===== src/pw_pkg.sv =====
//==========================================================================
// Shared sizes and types of the partial-write shim
// Line, mask and queue geometry, the slot heap size, the request and
// response structs, and the metadata tag with its two decodings
//==========================================================================

`default_nettype none

package pw_pkg;

    //======================================================================
    // Sizes
    //======================================================================

    // Bytes in one memory line, which is also the width of the byte mask
    localparam int DATA_BYTES = 8;
    // Line address width
    localparam int ADDR_W = 32;
    // Partial writes that may wait for their read data at once
    localparam int SLOTS = 4;
    localparam int SLOT_W = 2;
    // Metadata carried with every request and returned with the response
    localparam int TAG_W = 8;
    // Incoming write buffer and its back-pressure threshold
    localparam int QUEUE_DEPTH = 8;
    localparam int ALMOST_FULL_LEVEL = 5;

    //======================================================================
    // Types
    //======================================================================

    typedef logic [DATA_BYTES-1:0][7:0] line_t;
    typedef logic [DATA_BYTES-1:0] mask_t;

    // The requester sees the tag as opaque and must keep the top bit clear.
    // Reads injected by the shim set the top bit and carry the heap slot
    typedef union packed
    {
        logic [TAG_W-1:0] opaque;
        struct packed
        {
            logic is_merge;
            logic [SLOT_W-1:0] slot;
            logic [TAG_W-SLOT_W-2:0] spare;
        } view;
    } tag_u;

    typedef struct packed
    {
        logic valid;
        logic [ADDR_W-1:0] addr;
        line_t data;
        mask_t mask;
        tag_u tag;
    } wr_req_t;

    typedef struct packed
    {
        logic valid;
        logic [ADDR_W-1:0] addr;
        tag_u tag;
    } rd_req_t;

    typedef struct packed
    {
        logic valid;
        tag_u tag;
        line_t data;
    } rd_rsp_t;

    // A partial write held until the old contents of its line return
    typedef struct packed
    {
        logic [ADDR_W-1:0] addr;
        line_t data;
        mask_t mask;
        tag_u tag;
    } parked_t;

endpackage

`default_nettype wire


===== src/pw_write_queue.sv =====
//==========================================================================
// Incoming write buffer of the partial-write shim
// Circular buffer with occupancy count, registered almost-full, and
// a full-line or partial classification of the head entry
//==========================================================================

`timescale 1ns/1ps
`default_nettype none

module pw_write_queue
(
    input  wire                   clk,
    input  wire                   reset,

    // Requester side
    input  wire pw_pkg::wr_req_t  wr_in,
    output logic                  wr_almost_full,

    // Head of the queue, taken by exactly one consumer per cycle
    output pw_pkg::wr_req_t       head,
    output logic                  head_partial,
    input  wire                   plain_pop,
    input  wire                   inject_pop
);

    pw_pkg::wr_req_t entries [pw_pkg::QUEUE_DEPTH];

    logic [$clog2(pw_pkg::QUEUE_DEPTH)-1:0] wr_ptr;
    logic [$clog2(pw_pkg::QUEUE_DEPTH)-1:0] rd_ptr;
    logic [$clog2(pw_pkg::QUEUE_DEPTH):0] count;
    logic [$clog2(pw_pkg::QUEUE_DEPTH):0] count_next;
    logic push;
    logic pop;

    // Every valid pulse is absorbed, including the two-cycle allowance
    assign push = wr_in.valid;
    // Full-line heads leave toward the write port, partial ones toward the
    // read path, and the two never coincide
    assign pop = plain_pop || inject_pop;

    always_comb
    begin
        count_next = count;
        if (push && !pop)
        begin
            count_next = count + 1'b1;
        end
        else if (!push && pop)
        begin
            count_next = count - 1'b1;
        end
    end

    always_ff @(posedge clk)
    begin
        if (push)
        begin
            entries[wr_ptr] <= wr_in;
        end
    end

    always_ff @(posedge clk)
    begin
        if (reset)
        begin
            wr_ptr <= '0;
            rd_ptr <= '0;
            count <= '0;
            wr_almost_full <= 1'b0;
        end
        else
        begin
            if (push)
            begin
                wr_ptr <= wr_ptr + 1'b1;
            end
            if (pop)
            begin
                rd_ptr <= rd_ptr + 1'b1;
            end
            count <= count_next;
            // Leaves room for the items a sender may still push after seeing it
            wr_almost_full <= (count_next >= pw_pkg::ALMOST_FULL_LEVEL);
        end
    end

    // The stored valid bit is stale once popped, so it is rebuilt here
    always_comb
    begin
        head = entries[rd_ptr];
        head.valid = (count != '0);
    end

    // Any clear mask bit needs the old line contents first
    assign head_partial = head.valid && (head.mask != '1);

endmodule

`default_nettype wire


===== src/pw_slot_heap.sv =====
//==========================================================================
// Slot heap for parked partial writes
// Busy bit per slot with a lowest-free-slot pick, storage of the
// parked writes, and a registered fetch that releases the slot
//==========================================================================

`timescale 1ns/1ps
`default_nettype none

module pw_slot_heap
(
    input  wire                              clk,
    input  wire                              reset,

    // Allocation toward the read path
    output logic                             slot_free,
    output logic [pw_pkg::SLOT_W-1:0]        free_slot,
    input  wire                              park_en,
    input  wire [pw_pkg::SLOT_W-1:0]         park_slot,
    input  wire pw_pkg::parked_t             park_data,

    // Retrieval toward the merge writer
    input  wire                              fetch_en,
    input  wire [pw_pkg::SLOT_W-1:0]         fetch_slot,
    output pw_pkg::parked_t                  fetched
);

    // One bit per slot, set while a partial write waits for its read data
    logic [pw_pkg::SLOTS-1:0] busy;

    pw_pkg::parked_t store [pw_pkg::SLOTS];

    //======================================================================
    // Allocation
    //======================================================================

    // Walk from the top down so the last hit is the lowest free slot
    always_comb
    begin
        slot_free = 1'b0;
        free_slot = '0;
        for (int i = pw_pkg::SLOTS - 1; i >= 0; i--)
        begin
            if (!busy[i])
            begin
                slot_free = 1'b1;
                free_slot = i[pw_pkg::SLOT_W-1:0];
            end
        end
    end

    // Parking only ever targets a free slot and fetching only a busy one,
    // so the two updates below never touch the same bit
    always_ff @(posedge clk)
    begin
        if (reset)
        begin
            busy <= '0;
        end
        else
        begin
            if (fetch_en)
            begin
                busy[fetch_slot] <= 1'b0;
            end
            if (park_en)
            begin
                busy[park_slot] <= 1'b1;
            end
        end
    end

    //======================================================================
    // Storage
    //======================================================================

    // The write is captured in the same cycle its read is injected
    always_ff @(posedge clk)
    begin
        if (park_en)
        begin
            store[park_slot] <= park_data;
        end
    end

    // Data appears one cycle after the fetch request
    always_ff @(posedge clk)
    begin
        if (fetch_en)
        begin
            fetched <= store[fetch_slot];
        end
    end

endmodule

`default_nettype wire


===== src/pw_read_path.sv =====
//==========================================================================
// Read path of the partial-write shim
// Forwards requester reads, injects tagged line reads for partial
// writes, and steers memory responses to the requester or the merge
//==========================================================================

`timescale 1ns/1ps
`default_nettype none

module pw_read_path
(
    input  wire                              clk,
    input  wire                              reset,

    // Requester reads
    input  wire pw_pkg::rd_req_t             rd_in,
    output logic                             rd_almost_full,

    // Memory read port
    output pw_pkg::rd_req_t                  mem_rd,
    input  wire                              mem_rd_almost_full,

    // Head of the write queue
    input  wire pw_pkg::wr_req_t             head,
    input  wire                              head_partial,
    output logic                             inject_pop,

    // Slot heap allocation
    input  wire                              slot_free,
    input  wire [pw_pkg::SLOT_W-1:0]         free_slot,
    output logic                             park_en,
    output logic [pw_pkg::SLOT_W-1:0]        park_slot,
    output pw_pkg::parked_t                  park_data,

    // Responses
    input  wire pw_pkg::rd_rsp_t             mem_rsp,
    output pw_pkg::rd_rsp_t                  rd_rsp_out,
    output pw_pkg::rd_rsp_t                  merge_rsp
);

    logic ready_q;
    logic inject;
    pw_pkg::tag_u inj_tag;

    // Memory back-pressure as seen in the previous cycle
    always_ff @(posedge clk)
    begin
        if (reset)
        begin
            ready_q <= 1'b0;
        end
        else
        begin
            ready_q <= !mem_rd_almost_full;
        end
    end

    // A requester read always wins the port, the injection waits for a gap
    assign inject = head_partial && !rd_in.valid && ready_q && slot_free;

    // Dequeue, park and inject all happen in one cycle
    assign inject_pop = inject;
    assign park_en = inject;
    assign park_slot = free_slot;

    always_comb
    begin
        park_data.addr = head.addr;
        park_data.data = head.data;
        park_data.mask = head.mask;
        park_data.tag = head.tag;
    end

    // Holding off the requester frees read slots for the waiting head
    assign rd_almost_full = head_partial || mem_rd_almost_full;

    //======================================================================
    // Request and response steering
    //======================================================================

    always_comb
    begin
        inj_tag = '0;
        inj_tag.view.is_merge = 1'b1;
        inj_tag.view.slot = free_slot;

        mem_rd = rd_in;
        if (inject)
        begin
            mem_rd.valid = 1'b1;
            mem_rd.addr = head.addr;
            mem_rd.tag = inj_tag;
        end
    end

    // The top tag bit tells merge traffic from requester traffic
    always_comb
    begin
        rd_rsp_out = mem_rsp;
        rd_rsp_out.valid = mem_rsp.valid && !mem_rsp.tag.view.is_merge;
        merge_rsp = mem_rsp;
        merge_rsp.valid = mem_rsp.valid && mem_rsp.tag.view.is_merge;
    end

endmodule

`default_nettype wire


===== src/pw_merge_writer.sv =====
//==========================================================================
// Merge writer of the partial-write shim
// Queues merge responses, fetches the parked write, merges old and new
// bytes, and drives the memory write port with merged lines first
//==========================================================================

`timescale 1ns/1ps
`default_nettype none

module pw_merge_writer
(
    input  wire                              clk,
    input  wire                              reset,

    // Tagged read responses from the read path
    input  wire pw_pkg::rd_rsp_t             merge_rsp,

    // Slot heap retrieval
    output logic                             fetch_en,
    output logic [pw_pkg::SLOT_W-1:0]        fetch_slot,
    input  wire pw_pkg::parked_t             fetched,

    // Head of the write queue
    input  wire pw_pkg::wr_req_t             head,
    input  wire                              head_partial,
    output logic                             plain_pop,

    // Memory write port
    output pw_pkg::wr_req_t                  mem_wr,
    input  wire                              mem_wr_almost_full
);

    // Pending merge responses, bounded by the number of busy slots
    logic [pw_pkg::SLOT_W-1:0] rq_slot [pw_pkg::SLOTS];
    pw_pkg::line_t rq_data [pw_pkg::SLOTS];
    logic [pw_pkg::SLOT_W-1:0] rq_wr_ptr;
    logic [pw_pkg::SLOT_W-1:0] rq_rd_ptr;
    logic [pw_pkg::SLOT_W:0] rq_count;

    logic fetch_q;
    pw_pkg::line_t old_q;
    pw_pkg::line_t merged;

    //======================================================================
    // Response queue and fetch
    //======================================================================

    always_ff @(posedge clk)
    begin
        if (merge_rsp.valid)
        begin
            rq_slot[rq_wr_ptr] <= merge_rsp.tag.view.slot;
            rq_data[rq_wr_ptr] <= merge_rsp.data;
        end
        if (fetch_en)
        begin
            old_q <= rq_data[rq_rd_ptr];
        end
    end

    // A slot stays busy until its line is sure to leave, so the queue
    // can never hold more than SLOTS responses
    assign fetch_en = (rq_count != '0) && !mem_wr_almost_full;
    assign fetch_slot = rq_slot[rq_rd_ptr];

    always_ff @(posedge clk)
    begin
        if (reset)
        begin
            rq_wr_ptr <= '0;
            rq_rd_ptr <= '0;
            rq_count <= '0;
            fetch_q <= 1'b0;
        end
        else
        begin
            if (merge_rsp.valid)
            begin
                rq_wr_ptr <= rq_wr_ptr + 1'b1;
            end
            if (fetch_en)
            begin
                rq_rd_ptr <= rq_rd_ptr + 1'b1;
            end
            rq_count <= rq_count + merge_rsp.valid - fetch_en;
            fetch_q <= fetch_en;
        end
    end

    //======================================================================
    // Merge and write port
    //======================================================================

    // New bytes where the mask is set, old bytes everywhere else
    always_comb
    begin
        for (int b = 0; b < pw_pkg::DATA_BYTES; b++)
        begin
            merged[b] = fetched.mask[b] ? fetched.data[b] : old_q[b];
        end
    end

    // A merged line owns the port in the cycle after its fetch
    assign plain_pop = head.valid && !head_partial && !mem_wr_almost_full && !fetch_q;

    always_ff @(posedge clk)
    begin
        if (fetch_q)
        begin
            mem_wr.valid <= 1'b1;
            mem_wr.addr <= fetched.addr;
            mem_wr.data <= merged;
            mem_wr.mask <= '1;
            mem_wr.tag <= fetched.tag;
        end
        else
        begin
            mem_wr <= head;
            mem_wr.valid <= plain_pop;
        end
        if (reset)
        begin
            mem_wr.valid <= 1'b0;
        end
    end

endmodule

`default_nettype wire


===== src/pw_shim_top.sv =====
//==========================================================================
// Top level of the partial-write shim
// Connects write queue, slot heap, read path and merge writer
//==========================================================================

`timescale 1ns/1ps
`default_nettype none

module pw_shim_top
(
    input  wire                  clk,
    input  wire                  reset,

    // Requester side
    input  wire pw_pkg::wr_req_t wr_in,
    output logic                 wr_almost_full,
    input  wire pw_pkg::rd_req_t rd_in,
    output logic                 rd_almost_full,
    output pw_pkg::rd_rsp_t      rd_rsp_out,

    // Memory side
    output pw_pkg::rd_req_t      mem_rd,
    input  wire                  mem_rd_almost_full,
    output pw_pkg::wr_req_t      mem_wr,
    input  wire                  mem_wr_almost_full,
    input  wire pw_pkg::rd_rsp_t mem_rsp
);

    // Write queue head and its two consumers
    pw_pkg::wr_req_t head;
    logic head_partial;
    logic plain_pop;
    logic inject_pop;

    // Heap allocation and retrieval
    logic slot_free;
    logic [pw_pkg::SLOT_W-1:0] free_slot;
    logic park_en;
    logic [pw_pkg::SLOT_W-1:0] park_slot;
    pw_pkg::parked_t park_data;
    logic fetch_en;
    logic [pw_pkg::SLOT_W-1:0] fetch_slot;
    pw_pkg::parked_t fetched;

    // Responses to injected reads
    pw_pkg::rd_rsp_t merge_rsp;

    pw_write_queue write_queue
    (
        .clk, .reset,
        .wr_in, .wr_almost_full,
        .head, .head_partial, .plain_pop, .inject_pop
    );

    pw_slot_heap slot_heap
    (
        .clk, .reset,
        .slot_free, .free_slot, .park_en, .park_slot, .park_data,
        .fetch_en, .fetch_slot, .fetched
    );

    pw_read_path read_path
    (
        .clk, .reset,
        .rd_in, .rd_almost_full, .mem_rd, .mem_rd_almost_full,
        .head, .head_partial, .slot_free, .free_slot, .inject_pop,
        .park_en, .park_slot, .park_data,
        .mem_rsp, .rd_rsp_out, .merge_rsp
    );

    pw_merge_writer merge_writer
    (
        .clk, .reset,
        .merge_rsp, .fetch_en, .fetch_slot, .fetched,
        .head, .head_partial, .plain_pop,
        .mem_wr, .mem_wr_almost_full
    );

endmodule

`default_nettype wire


===== config.mk =====
export PLATFORM = sky130hd
export DESIGN_NAME = pw_shim_top
export DESIGN_NICKNAME = d
export VERILOG_FILES = /design/src/pw_pkg.sv /design/src/pw_write_queue.sv /design/src/pw_slot_heap.sv /design/src/pw_read_path.sv /design/src/pw_merge_writer.sv /design/src/pw_shim_top.sv
export SDC_FILE = /design/constraint.sdc
export NUM_CORES = 2
export LEC_CHECK = 0
export CAP_MARGIN = 40
export CORE_UTILIZATION = 60
export CTS_BUF_LIST = sky130_fd_sc_hd__clkbuf_16
export DETAILED_ROUTE_END_ITERATION = 12
export DONT_BUFFER_PORTS = 1
export PLACE_DENSITY = 0.83
export SYNTH_ARGS = -nofsm -noshare
export SYNTH_HDL_FRONTEND = slang
export SYNTH_SLANG_ARGS = --single-unit

===== constraint.sdc =====
create_clock -name clk -period 13.67 [get_ports clk]
set_clock_uncertainty 0.1 [all_clocks]
set_input_delay 2.734 -clock clk [delete_from_list [all_inputs] [get_ports clk]]
set_output_delay 2.734 -clock clk [all_outputs]
set_load 0.02 [all_outputs]

==> results.md <==
- Ys flop type: edfxtp_1
- Vias in the first global route: 33772
- H-tree Lvls: 4
- Routability cong.: 0.788
- Setup violators final: 0
- Syn avg cell area: 23.1 sq um
- Period utilization: 0.570
- DRT Pass-1 Iters: 7
- Seq cells post-synth: 1926
- CP arrival: roughly 5000 ps
- Worst vdd ir: around 0.14 mV
- Clk buf depth: 3
- Max_slew headroom: 0.342
- Routed via count: 31877
- Setup slack after layout: 5880 ps
- Placed inst area: 0.0728 sq mm
- Gate power share: 0.097
- Outcome: finished clean
- Fillers: 6669
- CTS tree: yes
- Met3 wire len: 14900 microns
- Clk network pwr share: 0.365
- Clock sinks: 1926
- Synth Instances: between 3000 and 4000
- Unrepaired setup endpoints after global routing: no
- Fin. Hold Viols: 0
- Post-DRT Antenna Nets: 0
- FMAX: about 130 MHz
- WL per Instance: approximately 33 microns
- DR top layer: met5
- Synth cell types: 45
- Syn nets: about 3300
- Most frequent cells in the layout: 1784 x edfxtp_1, 394 x mux4_2, 186 x clkbuf_16
- Port buffer count: 0
- Pwr Total: 13.5 mW
- Leading cell type in the layout, fill and taps excluded: edfxtp_1
- Vias/cell: 6.63
- Crit end category: output port
- Seq/Total Area, Yosys: 0.796
- P per Cell Area: approximately 170 mW/mm^2
- Root Driver: clkbuf_16
- Post-synth EDFFs: 1784
- Post-CTS setup buffers: 0
- CP startpoint kind: flop
- Die height: about 350 microns
- Place WS: 5960 ps
- Initial antenna violation count: 3
- Final core occ: 0.675
- Final hold slack: roughly 360 ps
- Crit path required time: 10840 ps
- Core area: 0.117 sq mm
- All-layer global routing usage: 0.270
- Die width: 346 microns
- Reg clk slew, reported paths: 60 ps
- WL met1: 56600 microns
- Yosys Warn Count: 0
- Synthesized area: 0.0709 sq mm
- Fin area: about 0.079 sq mm
- DRC viols: 0
- Post_cts resized: 0
- CP Max Fanout: 46
- NetSw: roughly 3.3 mW
- Layout area overhead: 11.1%
- Max Slew Vio Count: 0
- Fin Setup TNS: 0 ps
- Initial Util: 0.608
- Hold Path Class: reg2reg
- DIE AREA: about 0.12 sq mm
- Clock Latency Late Sink: 820 ps
- First-pass GRT wire length: 231000 microns
- Placement row count: 125
- CTS buffer count: 183
- Grt ovf: 0
- Setup CP Type: reg2out
- Fraction of layout cells with a size suffix above 1: 0.290
- Pint: between 10 and 15 mW
- Slew @ Worst Pin: 988 ps
- Asr flop ratio synth: 0
- CTS Hold Bufs: 0
- DR iter-0 viols: 3779
- Lkg Pwr: 25.0 nW
- Placed insts: 4453
- Met2 routed WL: 82600 microns
- Layout Cells excl Fill: roughly 4800
- IO Pins: 460
- Switching Share: 0.240
- # nets final: 3357
- Final HPWL DP: 87400 microns
- Minimum clock period: 7790 ps
- Sequential Power Share: 0.538
- Pin count of the biggest net entering global routing: 129
- Final wirelength: 160000 microns
- Number of max-cap violations: 0
[cell families (layout without fill, tap and decap cells)]
| group | Yosys count | in the layout | share of synthesized area |
|---|---|---|---|
| AOI/OAI and AO/OA | 79 | 79 | 0.00623 |
| muxes | 659 | 659 | 0.168 |
| adders and majority gates | 11 | 11 | 0.00205 |
| other | 0 | 8 | 0 |
| xor gates and xnor gates | 12 | 12 | 0.00148 |
| and+or+nand+nor | 160 | 160 | 0.0103 |
| DFF | 1926 | 1926 | 0.796 |
| buffers and inverters | 223 | 427 | 0.0165 |
[flip-flops by register name, summed over array words and instances, names as in the netlist, named ones only]
name	cells
merge_writer.rq_wr_ptr	2
slot_heap.fetched	112
read_path.ready_q	1
merge_writer.rq_count	3
merge_writer.old_q	64
write_queue.rd_ptr	3
write_queue.count	4
write_queue.wr_almost_full	1
merge_writer.rq_rd_ptr	2
merge_writer.mem_wr	113
slot_heap.busy	4
write_queue.wr_ptr	3
merge_writer.rq_data	256
merge_writer.rq_slot	8
write_queue.entries	896
slot_heap.store	448
merge_writer.fetch_q	1
[synth_stat cells, types with 8 or more instances]
cell type  count  area [sq um]
a21oi_1       70           350
buf_1         28           105
buf_2         31           155
buf_4         72           541
clkbuf_1      76           285
dfxtp_1      142          2840
edfxtp_1    1784         53600
ha_1          10           125
inv_1         13          48.8
mux2_2       180          2030
mux2i_1       74           741
mux4_2       396          8920
nand2_1       15          56.3
nand2b_1      12          75.1
nor2_1        95           357
xnor2_1        8          70.1
[worst max-delay path, stage by stage (launching register included)]
cell and delay, ps:
dfxtp_4 790, buf_4 670, mux4_2 580, mux2i_1 400, nor4_2 160, a21oi_2 450, nand2_2 230, buf_12 260
o21ai_0 570
[layer usage]
layer / global-route usage / up-vias
met2: 0.462 / 1959
met5: 0 / -
met1: 0.336 / 16824
li1: - / 12727
met4: 0.103 / 2
met3: 0.0664 / 365
[power groups by stage]
stage / clock network (mW) / logic [mW] / registers, mW
after global placement: 0 / 1.21 / 7.39
after CTS: 5.00 / 1.33 / 7.28
after floorplan: 0 / 1.01 / 7.29
after detailed placement: 0 / 1.30 / 7.39
final: 4.95 / 1.31 / 7.28
after global routing: 5.21 / 1.39 / 7.30
[layout make-up]
type / instances / area, sq um / share of cell area
sequential: 1926 / 56400 / 0.716
multi-input combinational: 921 / 13400 / 0.170
clock buffer: 186 / 4650 / 0.0591
tap: 1524 / 1910 / 0.0242
clock inverter: 158 / 1260 / 0.0160
timing repair buffer: 70 / 1030 / 0.0130
inverter: 13 / 48.8 / 0.000619
antenna: 8 / 20.0 / 0.000254
[final timing paths]
check,start,endpoint,slack (ps),cells after the start
max,flop,mem_rd[5],5880,8
min,slot_heap.fetched[105],merge_writer.mem_wr[105],360,1
max reg2reg,flop,slot_heap.store[2][84],8100,9
min reg2reg,slot_heap.fetched[105],merge_writer.mem_wr[105],360,1
Note: power is estimated with default switching activity, not from simulation.
